**config.mk**
```make
export PLATFORM = sky130hd
export DESIGN_NAME = vec_lsu
export DESIGN_NICKNAME = d
export VERILOG_FILES = /design/src/rtl/lsu_vec_pkg.sv /design/src/rtl/lsu_mem_pkg.sv /design/src/rtl/lsu_decode.sv /design/src/rtl/lsu_ctrl.sv /design/src/rtl/lsu_addr_gen.sv /design/src/rtl/lsu_load_pack.sv /design/src/rtl/lsu_store_pack.sv /design/src/rtl/vec_lsu.sv
export VERILOG_INCLUDE_DIRS = /design/src /design/src/include
export SDC_FILE = /design/constraint.sdc
export NUM_CORES = 2
export LEC_CHECK = 0
export ABC_AREA = 0
export BUFFER_PORTS_ARGS = -buffer_cell sky130_fd_sc_hd__buf_2
export CAP_MARGIN = 20
export CORE_AREA = 2 2 306 308
export CTS_BUF_LIST = sky130_fd_sc_hd__clkbuf_2
export CTS_CLUSTER_SIZE = 12
export DETAILED_ROUTE_END_ITERATION = 10
export DIE_AREA = 0 0 308 310
export GPL_TIMING_DRIVEN = 0
export PLACE_DENSITY = 0.73
export RECOVER_POWER = 25
export REMOVE_ABC_BUFFERS = 1
export SKIP_CTS_REPAIR_TIMING = 1
export SYNTH_ARGS = -nofsm -noshare
export SYNTH_HDL_FRONTEND = slang
export SYNTH_SLANG_ARGS = --single-unit
```
**constraint.sdc**
```tcl
create_clock -name clk -period 5.4 [get_ports clk]
set_input_delay 0.54 -clock clk [delete_from_list [all_inputs] [get_ports clk]]
set_output_delay 0.54 -clock clk [all_outputs]
set_load 0.03 [all_outputs]
```
**src/include/vec_lsu_defs.svh**
```systemverilog
////////////////////////////////////////////////////////////
// Vector LSU widths
// Scalar, vector register and memory bus sizes
////////////////////////////////////////////////////////////
`ifndef VEC_LSU_DEFS_SVH
`define VEC_LSU_DEFS_SVH

// Scalar side
`define XLEN      32            // Address and scalar width

// Vector side
`define VLEN      128           // One vector register

// Bus side
`define BEAT_BITS 64            // One bus beat
`define BEAT_SIZE 3             // log2 of bytes per beat
`define BUS_BITS  `VLEN         // A whole burst travels at once
`define STRB_BITS (`VLEN / 8)   // One strobe per byte lane

`endif

```
**src/rtl/lsu_vec_pkg.sv**
```systemverilog
////////////////////////////////////////////////////////////
// Vector side types of the LSU
// Element width code, element count and access kind
////////////////////////////////////////////////////////////
`default_nettype none

`include "vec_lsu_defs.svh"

package lsu_vec_pkg;

    // 0=8, 1=16, 2=32, 3=64 bits
    typedef logic [1:0] sew_code_t;

    // Holds 0 up to VLEN/8
    typedef logic [$clog2(`VLEN / 8):0] elem_cnt_t;

    typedef logic [`VLEN-1:0] vreg_t;    // One vector register

    // How element addresses are formed
    typedef enum logic [1:0] {
        UNIT,    // One burst over contiguous memory
        CONST,   // Base plus i times stride
        INDEX    // Base plus offset from vs2
    } access_kind_t;

endpackage

`default_nettype wire

```
**src/rtl/lsu_mem_pkg.sv**
```systemverilog
////////////////////////////////////////////////////////////
// Memory side types of the LSU
// Address, strobe, burst fields and controller states
////////////////////////////////////////////////////////////
`default_nettype none

`include "vec_lsu_defs.svh"

package lsu_mem_pkg;

    typedef logic [`XLEN-1:0]      addr_t;
    typedef logic [`STRB_BITS-1:0] strb_t;
    typedef logic [7:0]            burst_len_t;   // Beats minus one
    typedef logic [2:0]            burst_size_t;  // log2 of bytes per beat
    typedef logic [1:0]            burst_type_t;

    localparam burst_type_t BURST_INCR = 2'b01;

    typedef enum logic [3:0] {
        IDLE, LOAD_UNIT, LOAD_ELEM, STORE_UNIT, STORE_ELEM, WAIT_DONE
    } lsu_state_e;

endpackage

`default_nettype wire

```
**src/rtl/lsu_decode.sv**
```systemverilog
////////////////////////////////////////////////////////////
// LSU decode
// Picks the access kind and maps the index width field
////////////////////////////////////////////////////////////
`default_nettype none

module lsu_decode (
    input  wire lsu_mem_pkg::addr_t     rs2_data,    // Stride in bytes
    input  wire                         stride_sel,
    input  wire                         index_str,
    input  wire lsu_vec_pkg::sew_code_t sew,
    input  wire [2:0]                   width,       // RISC-V width field
    output lsu_vec_pkg::access_kind_t   kind,
    output lsu_vec_pkg::sew_code_t      idx_code,
    output logic                        error_flag
);
    logic bad_width;
    logic unit_hit;

    // Width field to index width code
    always_comb begin
        bad_width = 1'b0;
        case (width)
            3'b000:  idx_code = 2'd0;
            3'b101:  idx_code = 2'd1;
            3'b110:  idx_code = 2'd2;
            3'b111: begin
                idx_code  = 2'd3;
                bad_width = 1'b1;            // 64-bit offsets unsupported
            end
            default: begin
                idx_code  = 2'd0;
                bad_width = 1'b1;
            end
        endcase
    end

    // Stride equal to element size is contiguous
    assign unit_hit = stride_sel || (rs2_data == (lsu_mem_pkg::addr_t'(1) << sew));

    always_comb begin
        if (index_str)     kind = lsu_vec_pkg::INDEX;   // Index wins
        else if (unit_hit) kind = lsu_vec_pkg::UNIT;
        else               kind = lsu_vec_pkg::CONST;
    end

    assign error_flag = index_str && bad_width;

endmodule

`default_nettype wire

```
**src/rtl/lsu_ctrl.sv**
```systemverilog
////////////////////////////////////////////////////////////
// LSU controller
// Issues one burst or vl element requests, one at a time,
// and pulses completion after the last answer
////////////////////////////////////////////////////////////
`default_nettype none

module lsu_ctrl (
    input  wire                            clk,
    input  wire                            n_rst,
    input  wire                            ld_inst,
    input  wire                            st_inst,
    input  wire                            inst_done,
    input  wire lsu_vec_pkg::access_kind_t kind,
    input  wire                            error_flag,
    input  wire lsu_vec_pkg::elem_cnt_t    vl,
    input  wire                            burst_valid_data,
    input  wire                            burst_wr_valid,
    output logic                           ld_req,
    output logic                           st_req,
    output logic                           issue,          // Registers request fields
    output logic                           start,          // New instruction accepted
    output lsu_vec_pkg::elem_cnt_t         elem_idx,       // Requests issued so far
    output logic                           load_capture,
    output logic                           is_loaded,
    output logic                           is_stored
);
    lsu_mem_pkg::lsu_state_e state, state_nxt;
    logic loading;       // Current or starting access is a load
    logic answer;        // Memory reply for the outstanding request
    logic last;          // No more requests after this reply

    assign start   = (state == lsu_mem_pkg::IDLE) && (ld_inst || st_inst) && !error_flag;
    assign loading = (state == lsu_mem_pkg::IDLE) ? ld_inst :
                     (state == lsu_mem_pkg::LOAD_UNIT) || (state == lsu_mem_pkg::LOAD_ELEM);

    always_comb begin
        answer = 1'b0;
        if (state != lsu_mem_pkg::IDLE && state != lsu_mem_pkg::WAIT_DONE)
            answer = loading ? burst_valid_data : burst_wr_valid;
    end

    // Unit access is a single burst
    assign last = (state == lsu_mem_pkg::LOAD_UNIT) || (state == lsu_mem_pkg::STORE_UNIT) ||
                  (elem_idx == vl);

    assign issue        = start || (answer && !last);
    assign load_capture = answer && loading;

    always_comb begin
        state_nxt = state;
        case (state)
            lsu_mem_pkg::IDLE: begin
                if (start) begin
                    if (ld_inst)
                        state_nxt = (kind == lsu_vec_pkg::UNIT) ? lsu_mem_pkg::LOAD_UNIT
                                                                : lsu_mem_pkg::LOAD_ELEM;
                    else
                        state_nxt = (kind == lsu_vec_pkg::UNIT) ? lsu_mem_pkg::STORE_UNIT
                                                                : lsu_mem_pkg::STORE_ELEM;
                end
            end
            lsu_mem_pkg::WAIT_DONE: if (inst_done) state_nxt = lsu_mem_pkg::IDLE;
            default: if (answer && last) state_nxt = lsu_mem_pkg::WAIT_DONE;
        endcase
    end

    always_ff @(posedge clk or negedge n_rst) begin
        if (!n_rst) begin
            state     <= lsu_mem_pkg::IDLE;
            elem_idx  <= '0;
            ld_req    <= 1'b0;
            st_req    <= 1'b0;
            is_loaded <= 1'b0;
            is_stored <= 1'b0;
        end else begin
            state     <= state_nxt;
            ld_req    <= issue && loading;       // Request follows its issue by one cycle
            st_req    <= issue && !loading;
            is_loaded <= answer && last && loading;
            is_stored <= answer && last && !loading;
            if (state == lsu_mem_pkg::WAIT_DONE)
                elem_idx <= '0;                  // Ready for the next instruction
            else if (issue)
                elem_idx <= elem_idx + 1'b1;
        end
    end

endmodule

`default_nettype wire

```
**src/rtl/lsu_addr_gen.sv**
```systemverilog
////////////////////////////////////////////////////////////
// LSU address generator
// Registers address and burst fields on each issue
////////////////////////////////////////////////////////////
`default_nettype none

`include "vec_lsu_defs.svh"

module lsu_addr_gen (
    input  wire                            clk,
    input  wire                            n_rst,
    input  wire                            issue,
    input  wire lsu_vec_pkg::access_kind_t kind,
    input  wire lsu_vec_pkg::sew_code_t    sew,
    input  wire lsu_vec_pkg::sew_code_t    idx_code,
    input  wire lsu_vec_pkg::elem_cnt_t    elem_idx,
    input  wire lsu_mem_pkg::addr_t        rs1_data,
    input  wire lsu_mem_pkg::addr_t        rs2_data,
    input  wire lsu_vec_pkg::vreg_t        vs2_data,
    input  wire lsu_vec_pkg::elem_cnt_t    vl,
    output lsu_mem_pkg::addr_t             lsu2mem_addr,
    output lsu_mem_pkg::burst_len_t        burst_len,
    output lsu_mem_pkg::burst_size_t       burst_size,
    output lsu_mem_pkg::burst_type_t       burst_type
);
    logic [9:0]          idx_shift;    // Bit position of index element
    lsu_vec_pkg::vreg_t  idx_word;
    lsu_mem_pkg::addr_t  idx_off;
    logic [11:0]         total_bits;   // Unit access size
    logic [11:0]         beats;

    always_comb begin
        idx_shift = 10'(elem_idx) << ({1'b0, idx_code} + 3'd3);
        idx_word  = vs2_data >> idx_shift;
        case (idx_code)                // Offsets are zero-extended
            2'd0:    idx_off = lsu_mem_pkg::addr_t'(idx_word[7:0]);
            2'd1:    idx_off = lsu_mem_pkg::addr_t'(idx_word[15:0]);
            default: idx_off = idx_word[`XLEN-1:0];
        endcase
        total_bits = 12'(vl) << ({1'b0, sew} + 3'd3);
        beats      = (total_bits + `BEAT_BITS - 1) / `BEAT_BITS;   // Round up
    end

    always_ff @(posedge clk or negedge n_rst) begin
        if (!n_rst) begin
            lsu2mem_addr <= '0;
            burst_len    <= '0;
            burst_size   <= '0;
            burst_type   <= '0;
        end else if (issue) begin
            burst_type <= lsu_mem_pkg::BURST_INCR;
            case (kind)
                lsu_vec_pkg::UNIT: begin
                    lsu2mem_addr <= rs1_data;
                    burst_len    <= lsu_mem_pkg::burst_len_t'(beats - 1'b1);
                    burst_size   <= `BEAT_SIZE;
                end
                default: begin                  // One element per request
                    lsu2mem_addr <= (kind == lsu_vec_pkg::INDEX) ? rs1_data + idx_off
                                  : rs1_data + lsu_mem_pkg::addr_t'(elem_idx) * rs2_data;
                    burst_len    <= '0;
                    burst_size   <= {1'b0, sew};
                end
            endcase
        end
    end

endmodule

`default_nettype wire

```
**src/rtl/lsu_load_pack.sv**
```systemverilog
////////////////////////////////////////////////////////////
// LSU load packer
// Builds vd from one masked burst or one element per reply
////////////////////////////////////////////////////////////
`default_nettype none

`include "vec_lsu_defs.svh"

module lsu_load_pack (
    input  wire                            clk,
    input  wire                            n_rst,
    input  wire                            start,
    input  wire                            load_capture,
    input  wire lsu_vec_pkg::access_kind_t kind,
    input  wire lsu_vec_pkg::sew_code_t    sew,
    input  wire lsu_vec_pkg::elem_cnt_t    vl,
    input  wire lsu_vec_pkg::elem_cnt_t    elem_idx,
    input  wire [`BUS_BITS-1:0]            mem2lsu_data,
    output lsu_vec_pkg::vreg_t             vd_data
);
    logic [7:0]         base;      // First byte written
    logic [7:0]         n_bytes;   // Bytes written
    lsu_vec_pkg::vreg_t ins;       // Reply moved to its byte position

    always_comb begin
        if (kind == lsu_vec_pkg::UNIT) begin
            base    = '0;
            n_bytes = 8'(vl) << sew;
        end else begin
            // elem_idx already counts the request being answered
            base    = 8'(elem_idx - 1'b1) << sew;
            n_bytes = 8'd1 << sew;
        end
        ins = mem2lsu_data << {base, 3'b000};
    end

    always_ff @(posedge clk or negedge n_rst) begin
        if (!n_rst) begin
            vd_data <= '0;
        end else if (start) begin
            vd_data <= '0;                  // Tail beyond vl stays zero
        end else if (load_capture) begin
            for (int b = 0; b < `STRB_BITS; b++) begin
                if (b >= base && b < base + n_bytes)
                    vd_data[8*b +: 8] <= ins[8*b +: 8];
            end
        end
    end

endmodule

`default_nettype wire

```
**src/rtl/lsu_store_pack.sv**
```systemverilog
////////////////////////////////////////////////////////////
// LSU store packer
// Registers store data and byte strobes for each request
////////////////////////////////////////////////////////////
`default_nettype none

`include "vec_lsu_defs.svh"

module lsu_store_pack (
    input  wire                            clk,
    input  wire                            n_rst,
    input  wire                            issue,
    input  wire lsu_vec_pkg::access_kind_t kind,
    input  wire lsu_vec_pkg::sew_code_t    sew,
    input  wire lsu_vec_pkg::elem_cnt_t    vl,
    input  wire lsu_vec_pkg::elem_cnt_t    elem_idx,
    input  wire lsu_vec_pkg::vreg_t        vs3_data,
    output lsu_vec_pkg::vreg_t             lsu2mem_data,
    output lsu_mem_pkg::strb_t             wr_strobe
);
    logic                   unit;
    logic [7:0]             n_bytes;
    lsu_vec_pkg::vreg_t     shifted;     // Element i in the low lanes
    lsu_vec_pkg::vreg_t     data_nxt;
    lsu_mem_pkg::strb_t     strb_nxt;

    always_comb begin
        unit    = (kind == lsu_vec_pkg::UNIT);
        n_bytes = unit ? (8'(vl) << sew) : (8'd1 << sew);
        shifted = unit ? vs3_data : vs3_data >> (10'(elem_idx) << ({1'b0, sew} + 3'd3));
        for (int b = 0; b < `STRB_BITS; b++) begin
            strb_nxt[b] = (b < n_bytes);
            // Whole register on a burst, clean upper lanes on an element
            data_nxt[8*b +: 8] = (unit || strb_nxt[b]) ? shifted[8*b +: 8] : 8'h00;
        end
    end

    always_ff @(posedge clk or negedge n_rst) begin
        if (!n_rst) begin
            lsu2mem_data <= '0;
            wr_strobe    <= '0;
        end else if (issue) begin
            lsu2mem_data <= data_nxt;
            wr_strobe    <= strb_nxt;
        end
    end

endmodule

`default_nettype wire

```
**src/rtl/vec_lsu.sv**
```systemverilog
////////////////////////////////////////////////////////////
// Vector load/store unit top
// Decode, execute and result stages wired together
////////////////////////////////////////////////////////////
`default_nettype none

`include "vec_lsu_defs.svh"

module vec_lsu (
    input  wire                         clk,
    input  wire                         n_rst,
    input  wire lsu_mem_pkg::addr_t     rs1_data,      // Base address
    input  wire lsu_mem_pkg::addr_t     rs2_data,      // Stride in bytes
    input  wire lsu_vec_pkg::elem_cnt_t vl,
    input  wire lsu_vec_pkg::sew_code_t sew,
    input  wire [2:0]                   width,         // Index width field
    input  wire                         stride_sel,
    input  wire                         ld_inst,
    input  wire                         st_inst,
    input  wire                         index_str,
    input  wire lsu_vec_pkg::vreg_t     vs2_data,      // Index offsets
    input  wire lsu_vec_pkg::vreg_t     vs3_data,      // Store data
    input  wire                         inst_done,
    input  wire [`BUS_BITS-1:0]         mem2lsu_data,
    input  wire                         burst_valid_data,
    input  wire                         burst_wr_valid,
    output lsu_mem_pkg::addr_t          lsu2mem_addr,
    output lsu_vec_pkg::vreg_t          lsu2mem_data,
    output lsu_mem_pkg::strb_t          wr_strobe,
    output logic                        ld_req,
    output logic                        st_req,
    output lsu_mem_pkg::burst_len_t     burst_len,
    output lsu_mem_pkg::burst_size_t    burst_size,
    output lsu_mem_pkg::burst_type_t    burst_type,
    output lsu_vec_pkg::vreg_t          vd_data,
    output logic                        is_loaded,
    output logic                        is_stored,
    output logic                        error_flag
);
    lsu_vec_pkg::access_kind_t kind;
    lsu_vec_pkg::sew_code_t    idx_code;
    lsu_vec_pkg::elem_cnt_t    elem_idx;
    logic                      issue, start, load_capture;

    lsu_decode u_decode (
        .rs2_data(rs2_data), .stride_sel(stride_sel), .index_str(index_str), .sew(sew),
        .width(width), .kind(kind), .idx_code(idx_code), .error_flag(error_flag)
    );

    lsu_ctrl u_ctrl (
        .clk(clk), .n_rst(n_rst), .ld_inst(ld_inst), .st_inst(st_inst),
        .inst_done(inst_done), .kind(kind), .error_flag(error_flag), .vl(vl),
        .burst_valid_data(burst_valid_data), .burst_wr_valid(burst_wr_valid),
        .ld_req(ld_req), .st_req(st_req), .issue(issue), .start(start),
        .elem_idx(elem_idx), .load_capture(load_capture),
        .is_loaded(is_loaded), .is_stored(is_stored)
    );

    lsu_addr_gen u_addr_gen (
        .clk(clk), .n_rst(n_rst), .issue(issue), .kind(kind), .sew(sew),
        .idx_code(idx_code), .elem_idx(elem_idx), .rs1_data(rs1_data),
        .rs2_data(rs2_data), .vs2_data(vs2_data), .vl(vl), .lsu2mem_addr(lsu2mem_addr),
        .burst_len(burst_len), .burst_size(burst_size), .burst_type(burst_type)
    );

    lsu_load_pack u_load_pack (
        .clk(clk), .n_rst(n_rst), .start(start), .load_capture(load_capture),
        .kind(kind), .sew(sew), .vl(vl), .elem_idx(elem_idx),
        .mem2lsu_data(mem2lsu_data), .vd_data(vd_data)
    );

    lsu_store_pack u_store_pack (
        .clk(clk), .n_rst(n_rst), .issue(issue), .kind(kind), .sew(sew), .vl(vl),
        .elem_idx(elem_idx), .vs3_data(vs3_data),
        .lsu2mem_data(lsu2mem_data), .wr_strobe(wr_strobe)
    );

endmodule

`default_nettype wire

```
== Yosys cells after proc, flatten, opt, wreduce, memory -nomap -nowiden ==
Index checks and enable logic that the tools add are counted.

* RAM bits: 0
* Input bits: 467
* Memory bits (read-only): 0
* Bits in latches: 0
* Logic and storage cells: 263
* Register bits: 329
* Output and inout bits: 322
* Memories kept: 0

* Equal/unequal tests: 14
* Shifts and indexed selects: 10
* Div/mod/pow operators: 0
* Multipliers: 1
* $lt $le $gt $ge: 48
* Muxes and demuxes: 58
* Add/sub/neg operators: 10
* Bitwise operators: 0
* Reduce and logical (&&, ||, !) cells: 94

{| class="wikitable"
|+ Operators by type and width
! operator !! count
|-
| $mux 128 || 3
|-
| $mux 8 || 35
|-
| $lt 4x32->1 const A || 8
|-
| $lt 3x32->1 const A || 4
|-
| $shl 128x11->128 || 1
|-
| $shr 128x10->128 || 1
|-
| $shr 128x10->32 || 1
|-
| $add 32x32->32 || 2
|-
| $ge 4x8->1 const A || 8
|-
| $lt 1x32->1 const A || 2
|-
| $lt 2x32->1 const A || 2
|-
| $lt 4x8->1 const A || 8
|-
| $mux 32 || 2
|-
| $pmux 32 s2 || 1
|-
| $reduce_bool 2->1 || 18
|-
| $eq 32x32->1 || 1
|-
| $ge 3x8->1 const A || 4
|-
| $lt 3x8->1 const A || 4
|-
| $mul 5x32->32 || 1
|-
| $reduce_and 2->1 || 16
|-
| $shl 1x2->32 const A || 1
|-
| $logic_and 1x1->1 || 27
|-
| $logic_or 1x1->1 || 22
|-
| $shl 5x3->10 || 2
|-
| other kinds (40) || 61
|}

== Depth between registers and ports, before layout ==
* Word-level depth: 13
* Mapped depth: 32
* Mapped depth without buffers: 27

== Modules after synthesis ==
From an unflattened synthesis, not the netlist that was laid out.

* Cell total of the unflattened synthesis: 6030
* Area total of the unflattened synthesis: 46592.2 um^2

{| class="wikitable"
|+ Modules (own cells, without submodules)
! module !! area an instance (um^2) !! times used !! seq. area each (um^2) !! cells an instance
|-
| lsu_addr_gen || 18223.7 || 1 || 1076.0 || 2501
|-
| lsu_store_pack || 16009.1 || 1 || 3603.5 || 2120
|-
| lsu_load_pack || 11339.6 || 1 || 3203.1 || 1288
|-
| lsu_ctrl || 832.0 || 1 || 300.3 || 96
|-
| lsu_decode || 187.7 || 1 || 0.0 || 25
|}

== Worst setup path after synthesis ==
No wires, ideal clock.

* Path kind: input -> register
* Start point: input port width[0]
* End point: register u_addr_gen.lsu2mem_addr[29]
* Arrival time: 6338 ps
* Library setup time: 133 ps
* Path buffers: 5
* Stages: 28
* Setup slack: -1071 ps
* Path through: buf_4 -> nand2_4 -> inv_1 -> ha_1 -> mux2i_1 -> mux2i_4 -> nand2_1 -> buf_4 -> buf_2 -> buf_1 -> clkbuf_1 -> mux2i_1 -> mux2i_1 -> o211ai_1 -> o21ai_0 -> o22ai_1 -> ha_1 -> a21o_1 -> a221o_1 -> a2111oi_0 -> a211oi_1 -> a221oi_2 -> o21ai_1 -> a21o_1 -> a31o_2 -> xor2_1 -> a2111oi_0 -> nor2_1

* Cells in the longest elaborated chain, start to end: 9
* Elaborated cells between the ends (all ways): 20

{| class="wikitable"
|+ RTL lines
! element !! RTL line !! text
|-
| start: declaration || vec_lsu.sv:16 || <nowiki>input wire [2:0] width,</nowiki>
|-
| $eq 3x3->1 || lsu_decode.sv:23 || <nowiki>case (width)</nowiki>
|-
| $pmux 2 s3 || lsu_decode.sv:23 ||
|-
| $add 2x2->3 || lsu_addr_gen.sv:33 || <nowiki>idx_shift = 10'(elem_idx) << ({1'b0, idx_code} + 3'd3);</nowiki>
|-
| $shl 5x3->10 || lsu_addr_gen.sv:33 ||
|-
| $shr 128x10->32 || lsu_addr_gen.sv:34 || <nowiki>idx_word = vs2_data >> idx_shift;</nowiki>
|-
| $pmux 32 s2 || lsu_addr_gen.sv:35 || <nowiki>case (idx_code)</nowiki>
|-
| $add 32x32->32 || lsu_addr_gen.sv:59 || <nowiki>lsu2mem_addr <= (kind == lsu_vec_pkg::INDEX) ? rs1_data + idx_off</nowiki>
|-
| $mux 32 || lsu_addr_gen.sv:59 ||
|-
| $mux 32 || lsu_addr_gen.sv:52 || <nowiki>case (kind)</nowiki>
|-
| end signal: assignment || lsu_addr_gen.sv:54 || <nowiki>lsu2mem_addr <= rs1_data;</nowiki>
|-
| end signal: assignment || lsu_addr_gen.sv:59 ||
|-
| end: declaration || lsu_addr_gen.sv:21 || <nowiki>output lsu_mem_pkg::addr_t lsu2mem_addr,</nowiki>
|}

Several ways; a longest one is shown, not always the timed one.
A chain may end at the register's enable or synchronous reset.

== Worst setup path in the final report ==
* Start point: register u_ctrl.elem_idx[0]
* End point: register u_addr_gen.lsu2mem_addr[31]

* Cells in the longest elaborated chain, start to end: 6
* Elaborated cells between the ends (all ways): 13

{| class="wikitable"
|+ RTL lines
! element !! RTL line !! text
|-
| start: declaration || lsu_ctrl.sv:23 || <nowiki>output lsu_vec_pkg::elem_cnt_t elem_idx,</nowiki>
|-
| start signal: assignment || lsu_ctrl.sv:85 || <nowiki>elem_idx <= elem_idx + 1'b1;</nowiki>
|-
| branches (longest 6 deep; another with $mul 5x32->32) || - ||
|}

Parallel ways; which one is timed is not known.

==> results.toml <==
[outcome]
status = "finished, violations left"
violations = "hold timing, capacitance limit, slew limit, setup timing"

[cts]
clkTransAtPathRegs_ns = 0.13
cts-htree-levels = 3
cts_buffer_depth = 3
clk_latency_ns = 1.35
cts_tree = "done"
cts_made_buffers = 93
cts_root_buf = "clkbuf_2"
cts_sinks = 327

[place]
place_area_um2 = 49800
hpwl_mm = 159
port_buffers = 786
gp_congestion = 1.00

[sta]
finalHoldViolations = 9
fin_crit_ns = 6.28
fin_crit_sh = 1.16
skew_ns = 0.130
tightest_slew_ns = 5.08
holdWs_ns = -0.0393
final_max_slew_viol_count = 151
fmax_mhz = 159
setup_violations = 18
relSlewSlack = -2.39
fin_ws_ns = -0.882
grt_setup_unrepaired = "true"

[worst_setup_path]
endpoint_kind = "flip-flop"
worstSetupPathType = "reg2reg"
critPathRequiredTime_ns = 6.62
critPathMaxFanout = 11
crit_arrival_ns = 7.51
crit_path_start_kind = "flip-flop"
rrSetupSlack_ns = -0.88

[power_and_ir_drop]
cellPowerDensity_nw_per_um2 = 416
p_leak_uw = 0.0279
ir_worst_vdd_uv = 295

[grt]
grt_max_degree = 111
grt_pass1_vias = 45800
grt_busiest_layer = "met2"
use_met2 = 0.631
grt_pass1_wl_mm = 299
grt_use_met1 = 0.530
grt-ovfl-total = 0
grt_usage = 0.414
antenna_found_initial = 41
grt_util_met3 = 0.106

[floorplan]
rows = 112
start_util = 0.475
die-height_um = 310
core_um2 = 92500
ios = 789
dieArea_um2 = 95500
die_w_um = 308

[synthesis]
synth_top_family_by_area = "compound AO/OA/AOI/OAI gates"
synth_area_um2 = 43900
synth.mux.area_fraction = 0.220
synth_ff_type = "dfrtp_1"
synth_xor_area_frac = 0.0183
netlist_instances = 5744
async_flop_share = 1.00
synth_edf_count = 0
avgSynthCellArea_um2 = 7.65
synth_compound_area_frac = 0.234
synthSimpleGateAreaFrac = 0.202
ys_ff_latch = 327
ys_seq_area_frac = 0.186
synthAdderAreaFrac = 0.0775
ys_types = 99
yosysWarnings = 0

[worst_hold_path]
hp-class = "in2reg"

[routing]
routedWlPerCell_um = 28.6
drt-initial-drc-count = 8455
drc = 0
wirelength_mm = 230
drtPass1Iterations = 10
route.antenna.remaining_nets = 0
viasPerCell = 6.81
vias = 54700

[layout]
layout_commonest_cell = "nand2_1"
fin_area_um2 = 57100
mostFrequentLayoutCells = "nand2_1 (1074), buf_2 (784), mux2i_1 (695), a21oi_1 (471), o21ai_0 (328)"
finalNetCount = 7408
drive_gt1_frac = 0.241
area_growth_pct = 29.8

[run]
cap_violations = 2
layout make-up:
class	instances	area, um2
Multi-Input combinational cell	4811	34700
Timing Repair Buffer	1382	11200
Clock buffer	120	601
Clock inverter	41	256
Inverter	123	504
Tap cell	1197	1500
Fill cell	8131	35400
Antenna cell	31	77.6
Sequential cell	327	8200
final timing paths:
| kind | cells past startpoint | end | startpoint |
|---|---|---|---|
| worst max-delay path | 24 | u_addr_gen.lsu2mem_addr[31]$_DFFE_PN0N_ | u_ctrl.elem_idx[0]$_DFFE_PN0P_ |
| worst min-delay path | 5 | u_load_pack.vd_data[108]$_DFFE_PN0P_ | mem2lsu_data[52] |
| worst max register to register | 24 | u_addr_gen.lsu2mem_addr[31]$_DFFE_PN0N_ | u_ctrl.elem_idx[0]$_DFFE_PN0P_ |
| worst min register to register | 2 | u_store_pack.lsu2mem_data[112]$_DFFE_PN0N_ | u_store_pack.lsu2mem_data[112]$_DFFE_PN0N_ |
| max in group asynchronous | 4 | u_addr_gen.lsu2mem_addr[6]$_DFFE_PN0N_ | n_rst |
| min in group asynchronous | 4 | u_store_pack.lsu2mem_data[45]$_DFFE_PN0N_ | n_rst |
per-layer routing:
metal | part of all wire | vias up
li1 | - | 23000
met4 | 0.084 | 20
met5 | 0.00053 | -
met3 | 0.13 | 1232
met1 | 0.36 | 26000
met2 | 0.43 | 4391
sequential cells by signal (all words and copies together) (netlist names):
signal and cells:
u_addr_gen.burst_len 8, u_addr_gen.burst_size 2, u_addr_gen.burst_type 1, u_addr_gen.lsu2mem_addr 32, u_ctrl.elem_idx 5, u_ctrl.is_loaded 1
u_ctrl.is_stored 1, u_ctrl.ld_req 1, u_ctrl.st_req 1, u_ctrl.state 3, u_load_pack.vd_data 128, u_store_pack.lsu2mem_data 128
u_store_pack.wr_strobe 16
cell families after synthesis:
| logic type | after synthesis |
|---|---|
| AO/OA/AOI/OAI | 1614 |
| XOR/XNOR | 91 |
| adder cells (fa/ha/maj) | 203 |
| buffers and inverters | 633 |
| flip-flops | 327 |
| multiplexers | 852 |
| other | 1 |
| AND/OR/NAND/NOR | 2023 |
stage by stage:
| step | setup WS (ns) | total power, uW | setup TNS (ns) | util | cells |
|---|---|---|---|---|---|
| final | -0.882 | 23800 | -7.24 | 0.617 | 8032 |
| after global routing | -0.870 | 24800 | -76.36 | 0.617 | 8021 |
| after CTS | -2.52 | 21600 | -306.59 | 0.547 | 7491 |
| after detailed placement | -3.83 | 19500 | -641.72 | 0.538 | 7330 |
| after global placement | -30.77 | 18600 | -5834.42 | 0.509 | 7218 |
| after floorplan | -10.82 | 14100 | -1773.69 | - | 5235 |
critical path, cell delays in order (launching register included):
cell and delay [ns]:
dfrtp_4 0.59, a21bo_4 0.27, buf_4 0.15, buf_4 0.20
a21o_2 0.35, nand2_1 0.10, a21oi_1 0.15, o21ai_1 0.11
mux2i_1 0.26, mux2i_2 0.17, buf_4 0.19, nor2_1 0.07
or3_1 0.10, o21ai_0 0.07, a211oi_1 0.98, ha_1 0.50
a21o_1 0.22, a21o_1 0.18, a221oi_2 0.37, o21ai_2 0.13
a21o_1 0.18, a31o_4 0.23, a31oi_1 0.22, xnor2_1 0.09
a311oi_1 0.28
where the power goes:
| part | internal [uW] | switching [uW] |
|---|---|---|
| combinational | 6120 | 11500 |
| sequential | 3370 | 684 |
| clock | 709 | 1340 |
cells in the mapped netlist (46+ instances only):
master,n,area (um2)
a211oi_1,137,1030
a21o_1,47,353
a21oi_1,495,2480
a22o_1,93,815
a22oi_1,50,375
a31oi_1,69,432
and2_1,74,463
and3_1,68,425
buf_1,82,308
buf_2,121,606
clkbuf_1,263,987
dfrtp_1,327,8180
fa_1,115,2300
ha_1,88,1100
inv_1,118,443
mux2i_1,721,7220
mux4_2,86,1940
nand2_1,1085,4070
nand3_1,260,1300
nor2_1,302,1130
nor3_1,60,300
o211ai_1,47,353
o21ai_0,373,1870
o22ai_1,57,357
xnor2_1,46,403
Power figures use the tool's default switching activity.
